[config.mk]
export PLATFORM = sky130hd
export DESIGN_NAME = conv_top
export DESIGN_NICKNAME = d
export VERILOG_FILES = /design/src/design/cnn_video_pkg.sv /design/src/design/cnn_conv_pkg.sv /design/src/design/window_buffer.sv /design/src/design/mult_adder.sv /design/src/design/delay_line.sv /design/src/design/conv_top.sv
export VERILOG_INCLUDE_DIRS = /design/src /design/src/include
export SDC_FILE = /design/constraint.sdc
export NUM_CORES = 1
export LEC_CHECK = 0
export BUFFER_PORTS_ARGS = -buffer_cell sky130_fd_sc_hd__buf_2
export CAP_MARGIN = 10
export CELL_PAD_IN_SITES_DETAIL_PLACEMENT = 1
export CELL_PAD_IN_SITES_GLOBAL_PLACEMENT = 2
export CORE_AREA = 5 5 263 265
export CTS_CLUSTER_SIZE = 10
export DETAILED_ROUTE_END_ITERATION = 6
export DIE_AREA = 0 0 268 270
export PLACE_DENSITY = 0.87
export SETUP_SLACK_MARGIN = 0.5
export SYNTH_ARGS = -nofsm -noshare
export SYNTH_HDL_FRONTEND = slang
export SYNTH_SLANG_ARGS = --single-unit
[constraint.sdc]
create_clock -name clock -period 3.6 [get_ports clock]
set_input_delay 0.36 -clock clock [delete_from_list [all_inputs] [get_ports clock]]
set_output_delay 0.36 -clock clock [all_outputs]
set_load 0.1 [all_outputs]
[src/include/cnn_conv_consts.svh]
`ifndef CNN_CONV_CONSTS_SVH
`define CNN_CONV_CONSTS_SVH

// frame geometry, small test frame
`define IMG_W 8
`define IMG_H 8

// unsigned camera pixel
`define PIX_W 8
// one screen axis, enough for 0..7
`define COORD_W 3

// signed kernel weight
`define WEIGHT_W 4
// signed tree sum, headroom for 9 taps
`define SUM_W 17
// rectified feature pixel
`define FM_W 16

// kernel count and size
`define NUM_KERNELS 4
`define KSIZE 3

// products, row sums, total plus relu
`define MA_STAGES 3

// weight table, kernel 0 in the top nibbles
// each kernel row-major, top-left weight first
// k0 horizontal edge   -1 -2 -1 /  0 0  0 /  1  2  1
// k1 vertical edge     -1  0  1 / -2 0  2 / -1  0  1
// k2 sharpen            0 -1  0 / -1 5 -1 /  0 -1  0
// k3 box sum            1  1  1 /  1 1  1 /  1  1  1
`define KERNEL_WEIGHTS 144'hFEF000121_F01E02F01_0F0F5F0F0_111111111

`endif

[src/design/cnn_video_pkg.sv]
`include "cnn_conv_consts.svh"

// video side types: what the camera delivers
package cnn_video_pkg;

  // raw camera pixel, unsigned
  typedef logic [`PIX_W-1:0] pixel_t;

  // screen position of a pixel
  typedef struct packed {
    logic [`COORD_W-1:0] x;
    logic [`COORD_W-1:0] y;
  } coord_t;

  // one raster beat, pixel plus where it sits
  typedef struct packed {
    pixel_t pixel;
    coord_t coord;
  } pix_beat_t;

  // 3x3 neighbourhood, row-major
  // px[8] is top-left, px[0] bottom-right (newest pixel)
  typedef struct packed {
    pixel_t [`KSIZE*`KSIZE-1:0] px;
  } window_t;

endpackage

[src/design/cnn_conv_pkg.sv]
`include "cnn_conv_consts.svh"

// convolution side types: weights and results
package cnn_conv_pkg;

  // one signed tap weight
  typedef logic signed [`WEIGHT_W-1:0] weight_t;

  // nine taps, same index order as window_t px
  // so w[8] pairs with the top-left pixel
  typedef weight_t [`KSIZE*`KSIZE-1:0] kernel_t;

  // full precision tree sum
  typedef logic signed [`SUM_W-1:0] sum_t;

  // rectified output, never negative
  typedef logic [`FM_W-1:0] fm_pixel_t;

  // one feature beat across all kernels
  // coord is the bottom-right corner of the window
  typedef struct packed {
    fm_pixel_t [`NUM_KERNELS-1:0] fm;
    cnn_video_pkg::coord_t        coord;
  } fm_beat_t;

endpackage

[src/design/window_buffer.sv]
`timescale 1ns/1ps
`include "cnn_conv_consts.svh"

module window_buffer (
  input  logic                     clock,
  input  logic                     arst_n,
  input  logic                     pixel_valid,
  input  cnn_video_pkg::pix_beat_t pixel_in,
  output cnn_video_pkg::window_t   win,
  output logic                     win_valid,
  output cnn_video_pkg::coord_t    win_coord
);

  // first x / y where a full window exists
  localparam logic [`COORD_W-1:0] EDGE = `COORD_W'(`KSIZE - 1);

  // row y-1 and row y-2, indexed by x
  cnn_video_pkg::pixel_t lb_mid [`IMG_W];
  cnn_video_pkg::pixel_t lb_top [`IMG_W];
  // window regs [row][col], row 0 on top
  cnn_video_pkg::pixel_t win_q [`KSIZE][`KSIZE];
  // column entering on the right, top to bottom
  cnn_video_pkg::pixel_t col_new [`KSIZE];
  logic                  win_done;

  ////////////////////////////////////////////////////////////////////////////
  // position decode
  ////////////////////////////////////////////////////////////////////////////

  // window is complete once two rows and two columns lie behind us
  assign win_done = (pixel_in.coord.x >= EDGE) && (pixel_in.coord.y >= EDGE);

  // read the rows above at the current column
  always_comb begin
    col_new[0] = lb_top[pixel_in.coord.x];
    col_new[1] = lb_mid[pixel_in.coord.x];
    col_new[2] = pixel_in.pixel;
  end

  ////////////////////////////////////////////////////////////////////////////
  // line buffers and shift window
  ////////////////////////////////////////////////////////////////////////////

  always_ff @(posedge clock or negedge arst_n) begin
    if (!arst_n) begin
      for (int i = 0; i < `IMG_W; i++) begin
        lb_mid[i] <= '0;
        lb_top[i] <= '0;
      end
      for (int r = 0; r < `KSIZE; r++) begin
        for (int c = 0; c < `KSIZE; c++) begin
          win_q[r][c] <= '0;
        end
      end
      win_valid <= 1'b0;
      win_coord <= '0;
    end else begin
      // one-cycle strobe per completed window
      win_valid <= pixel_valid && win_done;
      if (pixel_valid) begin
        // rows move up one line at this column
        lb_mid[pixel_in.coord.x] <= pixel_in.pixel;
        lb_top[pixel_in.coord.x] <= lb_mid[pixel_in.coord.x];
        // window slides left, new column on the right
        for (int r = 0; r < `KSIZE; r++) begin
          for (int c = 0; c < `KSIZE - 1; c++) begin
            win_q[r][c] <= win_q[r][c+1];
          end
          win_q[r][`KSIZE-1] <= col_new[r];
        end
        // bottom-right corner of this window
        win_coord <= pixel_in.coord;
      end
    end
  end

  // flatten into px order, top-left in the top slot
  always_comb begin
    for (int r = 0; r < `KSIZE; r++) begin
      for (int c = 0; c < `KSIZE; c++) begin
        win.px[`KSIZE*`KSIZE-1 - (r*`KSIZE + c)] = win_q[r][c];
      end
    end
  end

endmodule

[src/design/mult_adder.sv]
`timescale 1ns/1ps
`include "cnn_conv_consts.svh"

module mult_adder (
  input  logic                    clock,
  input  logic                    arst_n,
  input  cnn_video_pkg::window_t  win,
  input  cnn_conv_pkg::kernel_t   weights,
  output cnn_conv_pkg::fm_pixel_t fm_pixel
);

  localparam int NTAPS = `KSIZE * `KSIZE;

  // stage 1, one product per tap
  cnn_conv_pkg::sum_t prod_q [NTAPS];
  // stage 2, one sum per window row
  cnn_conv_pkg::sum_t row_q [`KSIZE];
  // rows added, before the clip
  cnn_conv_pkg::sum_t total;

  // sum of the three taps of row r
  function automatic cnn_conv_pkg::sum_t row_sum(input int r);
    cnn_conv_pkg::sum_t acc;
    acc = '0;
    for (int c = 0; c < `KSIZE; c++) begin
      acc = acc + prod_q[NTAPS-1 - (r*`KSIZE + c)];
    end
    return acc;
  endfunction

  always_comb begin
    total = '0;
    for (int r = 0; r < `KSIZE; r++) begin
      total = total + row_q[r];
    end
  end

  ////////////////////////////////////////////////////////////////////////////
  // three-stage tree
  ////////////////////////////////////////////////////////////////////////////

  always_ff @(posedge clock or negedge arst_n) begin
    if (!arst_n) begin
      for (int i = 0; i < NTAPS; i++) begin
        prod_q[i] <= '0;
      end
      for (int r = 0; r < `KSIZE; r++) begin
        row_q[r] <= '0;
      end
      fm_pixel <= '0;
    end else begin
      // pixel is unsigned, zero bit on top before the signed multiply
      for (int i = 0; i < NTAPS; i++) begin
        prod_q[i] <= cnn_conv_pkg::sum_t'($signed({1'b0, win.px[i]}))
                   * cnn_conv_pkg::sum_t'($signed(weights[i]));
      end
      for (int r = 0; r < `KSIZE; r++) begin
        row_q[r] <= row_sum(r);
      end
      // relu, positive sums always fit in FM_W
      fm_pixel <= total[`SUM_W-1] ? '0 : total[`FM_W-1:0];
    end
  end

endmodule

[src/design/delay_line.sv]
`timescale 1ns/1ps

module delay_line #(
  parameter type payload_t = logic,
  parameter int  DEPTH     = 3
) (
  input  logic     clock,
  input  logic     arst_n,
  input  payload_t din,
  output payload_t dout
);

  // pipe_q[0] is the newest entry
  payload_t pipe_q [DEPTH];

  always_ff @(posedge clock or negedge arst_n) begin
    if (!arst_n) begin
      for (int i = 0; i < DEPTH; i++) begin
        pipe_q[i] <= '0;
      end
    end else begin
      pipe_q[0] <= din;
      for (int i = 1; i < DEPTH; i++) begin
        pipe_q[i] <= pipe_q[i-1];
      end
    end
  end

  assign dout = pipe_q[DEPTH-1];

endmodule

[src/design/conv_top.sv]
`timescale 1ns/1ps
`include "cnn_conv_consts.svh"

module conv_top (
  input  logic                          clock,
  input  logic                          arst_n,
  input  logic                          pixel_valid,
  input  cnn_video_pkg::pix_beat_t      pixel_in,
  output wire                           fm_valid,
  output wire cnn_conv_pkg::fm_beat_t   fm_out
);

  // bits per kernel in the weight table
  localparam int KW_W = `KSIZE * `KSIZE * `WEIGHT_W;
  localparam logic [`NUM_KERNELS*KW_W-1:0] KERNEL_W = `KERNEL_WEIGHTS;

  // window to trees
  cnn_video_pkg::window_t win;
  logic                   win_valid;
  cnn_video_pkg::coord_t  win_coord;

  window_buffer i_window_buffer (
    .clock      (clock),
    .arst_n     (arst_n),
    .pixel_valid(pixel_valid),
    .pixel_in   (pixel_in),
    .win        (win),
    .win_valid  (win_valid),
    .win_coord  (win_coord)
  );

  // one tree per kernel, kernel 0 sits in the top bits of the table
  for (genvar k = 0; k < `NUM_KERNELS; k++) begin : g_tree
    mult_adder i_mult_adder (
      .clock   (clock),
      .arst_n  (arst_n),
      .win     (win),
      .weights (cnn_conv_pkg::kernel_t'(KERNEL_W[(`NUM_KERNELS-1-k)*KW_W +: KW_W])),
      .fm_pixel(fm_out.fm[k])
    );
  end

  // coord and strobe ride beside the trees
  delay_line #(.payload_t(cnn_video_pkg::coord_t), .DEPTH(`MA_STAGES)) i_coord_dly (
    .clock (clock),
    .arst_n(arst_n),
    .din   (win_coord),
    .dout  (fm_out.coord)
  );

  delay_line #(.payload_t(logic), .DEPTH(`MA_STAGES)) i_valid_dly (
    .clock (clock),
    .arst_n(arst_n),
    .din   (win_valid),
    .dout  (fm_valid)
  );

endmodule

==> results of run 1 <==
==> Yosys cell counts, drive strengths merged, types with 6 or more instances <==
| cell | n |
|---|---|
| o21bai | 16 |
| a21oi | 159 |
| and3 | 10 |
| mux2 | 110 |
| nor3 | 29 |
| a31oi | 12 |
| xnor2 | 142 |
| nor4 | 15 |
| nor2b | 25 |
| nand3 | 29 |
| a21boi | 9 |
| nor3b | 9 |
| xor2 | 61 |
| a2111oi | 6 |
| inv | 116 |
| clkbuf | 39 |
| mux2i | 18 |
| mux4 | 32 |
| nand2b | 15 |
| dfrtp | 619 |
| o21a | 21 |
| nor2 | 168 |
| o21ai | 113 |
| ha | 197 |
| nand4b | 7 |
| or2 | 9 |
| fa | 85 |
| nand4 | 6 |
| a21o | 35 |
| buf | 23 |
| nand2 | 155 |
==> routing by layer <==
| metal | vias up | track usage, % | share of wire (%) |
|---|---|---|---|
| met4 | 0 | 7.82 | 3.8 |
| met5 | - | 0 | 0 |
| met3 | 133 | 2.54 | 2.9 |
| met1 | 9470 | 25.8 | 42 |
| met2 | 298 | 36.5 | 52 |
| li1 | 8346 | - | - |
==> registers in the layout (all words and copies together) (netlist names) <==
register / cells
g_tree.i_mult_adder.fm_pixel: 60
i_coord_dly.pipe_q: 12
g_tree.i_mult_adder.prod_q: 179
i_window_buffer.win: 72
i_window_buffer.win_valid: 1
g_tree.i_mult_adder.row_q: 152
i_valid_dly.dout: 1
i_window_buffer.lb_top: 64
i_window_buffer.win_coord: 6
i_valid_dly.pipe_q: 2
i_window_buffer.lb_mid: 64
i_coord_dly.dout: 6
==> cells by family (layout without fill, tap and decap cells) <==
group                    count (synthesis)  after routing  synth area share, %
multiplexers                           160            160                 7.38
buffers and inverters                  178            344                 2.46
other                                    1              4               0.0129
XOR/XNOR                               203            203                 6.16
flip-flops                             619            619                 53.4
AND/OR/NAND/NOR                        492            492                 7.74
AO/OA/AOI/OAI                          410            410                 8.49
adder cells (fa/ha/maj)                282            282                 14.4
==> path summary, 6_finish.rpt <==
kind,endpoint,cells past startpoint
worst max-delay path,g_tree[2].i_mult_adder.fm_pixel[11]$_DFF_PN0_,10
worst min register to register,i_coord_dly.pipe_q[6]$_DFF_PN0_,0
worst min-delay path,i_window_buffer.win_coord[2]$_DFFE_PN0P_,2
max in group asynchronous,g_tree[2].i_mult_adder.fm_pixel[8]$_DFF_PN0_,4
min in group asynchronous,g_tree[0].i_mult_adder.row_q[3]$_DFF_PN0_,2
worst max register to register,g_tree[2].i_mult_adder.fm_pixel[11]$_DFF_PN0_,10
==> through the flow <==
stage               area (um2)  std cells  util [%]  hold slack [ns]
floorplan                29000       2348         -           0.0644
global placement         30600       3285      46.0            0.333
detailed placement       30600       3285      46.0            0.336
CTS                      32800       3384      49.3          0.00176
global route             32900       3387      49.4           0.0266
finish                   32900       3387      49.4           0.0357
==> final cells by class <==
cell class                 instances  share of cell area, %
tap                              873                   3.32
multi-input combinational       1551                   39.4
clock buffer                      87                   5.97
clock inverter                     7                  0.236
sequential                       619                   47.1
inverter                         116                   1.32
timing repair buffer             134                   2.64
==> worst reg2reg max path, stage by stage, from the launching register on <==
cell,delay (ns)
dfrtp_1,0.45
fa_1,0.48
ha_1,0.25
fa_2,0.38
a21oi_2,0.20
o21ai_0,0.15
a41o_1,0.33
buf_4,0.16
a21oi_1,0.18
xor2_1,0.26
nor2_1,0.09
==> timing repair <==
item / in CTS / in global routing
gates cloned: 0 / 0
buffers inserted: 2 / 3
hold buffers: 3 / 0
pin swaps: 1 / 9
endpoints found under the setup margin: 33 / 39
gates resized for setup: 7 / 16
endpoints found under the hold margin: 83 / 0
==> impl_metrics.env, run 1 <==
export IMPL_synth_seq_area_share_pct=53.4
export IMPL_via_count=18200
export IMPL_regToRegStartpoint="g_tree[2].i_mult_adder.row_q[0]$_DFF_PN0_"
export IMPL_synth_edff_count=0
export IMPL_syn_cell_area_um2=29000
export IMPL_drive_gt1_share_pct=15.6
export IMPL_antenna_cells=0
export IMPL_relSlewSlack_pct=26.0
export IMPL_clkLatencyLatePin_ns=0.60
export IMPL_cts_reportedPaths_clkPinSlew_ns=0.05
export IMPL_drtIter0Drc=949
export IMPL_critical_path_class="reg -> reg"
export IMPL_antenna_found_initial=2
export IMPL_cts_htree_levels=3
export IMPL_wl_per_cell_um=21.7
export IMPL_hp_class="in -> reg"
export IMPL_synth_top_area_share_pct=53.4
export IMPL_hold_viol=0
export IMPL_dr_pass1_iters=5
export IMPL_maxCapViolations=0
export IMPL_antenna_left=0
export IMPL_core_area_um2=66600
export IMPL_path_buf_inv=1
export IMPL_cp_startpoint="g_tree[2].i_mult_adder.row_q[0]$_DFF_PN0_"
export IMPL_worstPathArrival_ns=3.51
export IMPL_end_kind="flop"
export IMPL_required_ns=4.07
export IMPL_gp_congestion=0.894
export IMPL_finalSetupViolations=0
export IMPL_cts_buffers=74
export IMPL_finClkSkew_ns=0.0230
export IMPL_regArea_um2=15500
export IMPL_grt_max_degree=95
export IMPL_slowest_stage="fa_1"
export IMPL_place_ws_ns=0.358
export IMPL_rsz0062_at_grt="true"
export IMPL_chipHeight_um=270
export IMPL_async_reset_ff_share_pct=100
export IMPL_viasPerCell=5.39
export IMPL_yosysUniqueCellTypes=61
export IMPL_area_delta_synth_final_pct=13.3
export IMPL_start_util_pct=43.6
export IMPL_cts_tree="built"
export IMPL_gr_usage_all_layers_pct=20.6
export IMPL_finalCritPeriodShare_pct=84.5
export IMPL_cts_buffer_depth=3
export IMPL_cts_root_buf="clkbuf_16"
export IMPL_drt_total_wl_mm=73.4
export IMPL_nFillCells=6852
export IMPL_grt_pass1_vias=20800
export IMPL_status="finished, final reports clean"
export IMPL_crit_path_start_kind="flop"
export IMPL_synth_area_leaders="dfrtp_1, ha_1, fa_1"
export IMPL_synth_warnings=0
export IMPL_setup_tns_ns=0
export IMPL_synth_top_area_cell="dfrtp_1"
export IMPL_avgSynthCellArea_um2=12.4
export IMPL_hold_path_startpoint="pixel_in[2]"
export IMPL_max_stage_delay_ns=0.48
export IMPL_crit_family="adder cells"
export IMPL_final_common_cell="dfrtp_1"
export IMPL_syn_inst=2345
export IMPL_drc=0
export IMPL_worstMarginPinSlew_ns=1.11
export IMPL_r2r_slack_ns=0.56
export IMPL_std_cell_rows=95
export IMPL_drv_slew=0
export IMPL_yosys_register_bits=619
export IMPL_period_minus_slack_ns=3.04
export IMPL_dieArea_um2=72400
export IMPL_cts_sinks=619
export IMPL_timing_final_ws_setup_ns=0.557
export IMPL_io_buffers=83
export IMPL_nNetsFinal=2795
export IMPL_multi_input_area_um2=12900
export IMPL_grt_pass1_wl_mm=118
export IMPL_pin_count=88
export IMPL_hpwl_mm=54.2
export IMPL_final_cell_mix="dfrtp_1, ha_1, nor2_1, a21oi_1, nand2_1"
export IMPL_path_max_fanout=4
export IMPL_clock_fmax_mhz=329
export IMPL_synth_main_ff_cell="dfrtp_1"
export IMPL_fp_dieW_um=268
export IMPL_crit_chain="fa_1, ha_1, fa_2, a21oi_2, o21ai_0, a41o_1, buf_4, a21oi_1, xor2_1, nor2_1"
export IMPL_gr_total_overflow=0
Power of run 1 is not shown: default switching activity piles up to over one toggle a cycle in this logic, so the estimate is an artifact.
==> run 2, diff against run 1 <==
- clock period: 3.6 -> 2.9 ns (I/O delays scaled with it)
==> impl_metrics.env, run 2 (synthesis gave the netlist of run 1 again) <==
export IMPL_status="finished with violations"
export IMPL_violations="setup timing"
export IMPL_crit_path_start_kind="flop"
export IMPL_grt_max_degree=127
export IMPL_nNetsFinal=2959
export IMPL_required_ns=3.38
export IMPL_pin_count=88
export IMPL_antenna_left=0
export IMPL_critical_path_class="reg -> reg"
export IMPL_final_cells=3555
export IMPL_io_buffers=83
export IMPL_regMostFlops="g_tree.i_mult_adder.prod_q"
export IMPL_gr_total_overflow=0
export IMPL_hold_viol=0
export IMPL_cts_tree="built"
export IMPL_drc=0
export IMPL_relSlewSlack_pct=25.6
export IMPL_final_common_cell="dfrtp_1"
export IMPL_wl_per_cell_um=23.0
export IMPL_start_util_pct=43.6
export IMPL_drt_total_wl_mm=81.7
export IMPL_drive_gt1_share_pct=31.9
export IMPL_grt_pass1_wl_mm=122
export IMPL_maxCapViolations=0
export IMPL_max_stage_delay_ns=0.51
export IMPL_path_max_fanout=8
export IMPL_antenna_found_initial=2
export IMPL_finalSetupViolations=14
export IMPL_rsz0062_at_grt="true"
export IMPL_cts_root_buf="clkbuf_16"
export IMPL_crit_chain="fa_1, ha_1, o21ai_0, nand2b_1, and2_4, o31a_1, o221ai_4, buf_6, xnor2_4, nor2_1"
export IMPL_cts_sinks=619
export IMPL_largest_reg_flops=179
export IMPL_setup_tns_ns=-0.375
export IMPL_cts_buffer_depth=3
export IMPL_cts_buffers=74
export IMPL_chipHeight_um=270
export IMPL_finalCritPeriodShare_pct=101
export IMPL_worstMarginPinSlew_ns=1.11
export IMPL_dieArea_um2=72400
export IMPL_grt_pass1_vias=21900
export IMPL_clkLatencyLatePin_ns=0.63
export IMPL_clock_fmax_mhz=340
export IMPL_core_area_um2=66600
export IMPL_finClkSkew_ns=0.0454
export IMPL_final_cell_mix="dfrtp_1, buf_4, ha_1, nand2_1, nor2_1"
export IMPL_dr_pass1_iters=5
export IMPL_cts_htree_levels=3
export IMPL_drv_slew=0
export IMPL_worstPathArrival_ns=3.42
export IMPL_viasPerCell=5.46
export IMPL_timing_final_ws_setup_ns=-0.0420
export IMPL_end_kind="flop"
export IMPL_gp_congestion=0.869
export IMPL_hpwl_mm=54.4
export IMPL_via_count=19400
export IMPL_nFillCells=6618
export IMPL_period_minus_slack_ns=2.94
export IMPL_drtIter0Drc=1063
export IMPL_cts_reportedPaths_clkPinSlew_ns=0.05
export IMPL_area_delta_synth_final_pct=24.7
export IMPL_dpl_cell_count=3304
export IMPL_std_cell_rows=95
export IMPL_worst_hold_slack_ns=0.0571
export IMPL_hp_class="in -> reg"
export IMPL_slowest_stage="fa_1"
export IMPL_gr_usage_all_layers_pct=21.5
export IMPL_fp_dieW_um=268
==> run 2: cell types whose count changed in the layout (fill, tap and decap cells not counted), moves of 22 or more <==
cell,previous run,this run
buf_4,45,175
a21oi_1,157,109
ha_1,196,153
nor2_1,168,126
a21oi_2,2,42
o21ai_0,112,75
ha_4,1,34
buf_6,0,24
nor2_4,0,22
xnor2_1,141,119
==> run 2: area by class of cell <==
type | count | area [um2] | share of cell area, %
diodes | 2 | 5.00 | 0.0138
clock buffers | 87 | 2010 | 5.57
clock inverters | 9 | 114 | 0.315
inverters | 116 | 435 | 1.20
multi-input cells | 1552 | 14700 | 40.7
flip-flops and latches | 619 | 15500 | 42.9
well taps | 873 | 1090 | 3.02
repair buffers | 297 | 2280 | 6.31
==> run 2: worst max-delay path, delay by kind of cell (launching register included) <==
family / cells / cell delay, ns
AOI/OAI and AO/OA: 3 / 0.79
xor gates and xnor gates: 1 / 0.17
adders and majority gates: 2 / 0.88
buffers and inverters: 1 / 0.17
DFF: 1 / 0.39
and+or+nand+nor: 3 / 0.42
==> run 2: repair_timing <==
item / CTS / global route
gates resized for setup: 147 / 235
endpoints found under the hold margin: 61 / 0
setup buffers: 90 / 58
setup endpoints to repair: 107 / 113
pin swaps: 149 / 159
cloned: 1 / 0
hold buffers: 4 / 0
==> run 2: stage by stage <==
stage / util (%) / area (um2) / setup slack [ns]
final: 54.4 / 36200 / -0.0420
after global routing: 54.3 / 36200 / -0.138
after CTS: 52.0 / 34600 / 0.0189
after detailed placement: 46.7 / 31100 / -0.0959
after global placement: 46.7 / 31100 / -0.0475
after floorplan: - / 29300 / 0.185
==> run 2: path summary, 6_finish.rpt <==
kind	start	depth (start not counted)	slack (ns)	to
setup / recovery	g_tree[2].i_mult_adder.row_q[6]$_DFF_PN0_	10	-0.04	g_tree[2].i_mult_adder.fm_pixel[3]$_DFF_PN0_
hold reg to reg	g_tree[2].i_mult_adder.prod_q[131]$_DFF_PN0_	0	0.34	g_tree[2].i_mult_adder.row_q[12]$_DFF_PN0_
setup reg to reg	g_tree[2].i_mult_adder.row_q[6]$_DFF_PN0_	10	-0.04	g_tree[2].i_mult_adder.fm_pixel[3]$_DFF_PN0_
min in group asynchronous	arst_n	2	0.23	g_tree[0].i_mult_adder.fm_pixel[15]$_DFF_PN0_
max in group asynchronous	arst_n	3	1.59	g_tree[2].i_mult_adder.fm_pixel[5]$_DFF_PN0_
hold / removal	pixel_in[7]	2	0.06	i_window_buffer.lb_mid[1]$_DFFE_PN0P_
==> run 2: layer usage <==
| layer | wire, um | vias up | global-route usage [%] |
|---|---|---|---|
| met5 | 0 | - | 0 |
| met4 | 4000 | 0 | 9.67 |
| met3 | 3120 | 187 | 3.18 |
| met2 | 43100 | 399 | 38.2 |
| met1 | 31500 | 10100 | 25.6 |
| li1 | - | 8671 | - |
Power of run 2 is left out for the same reason.
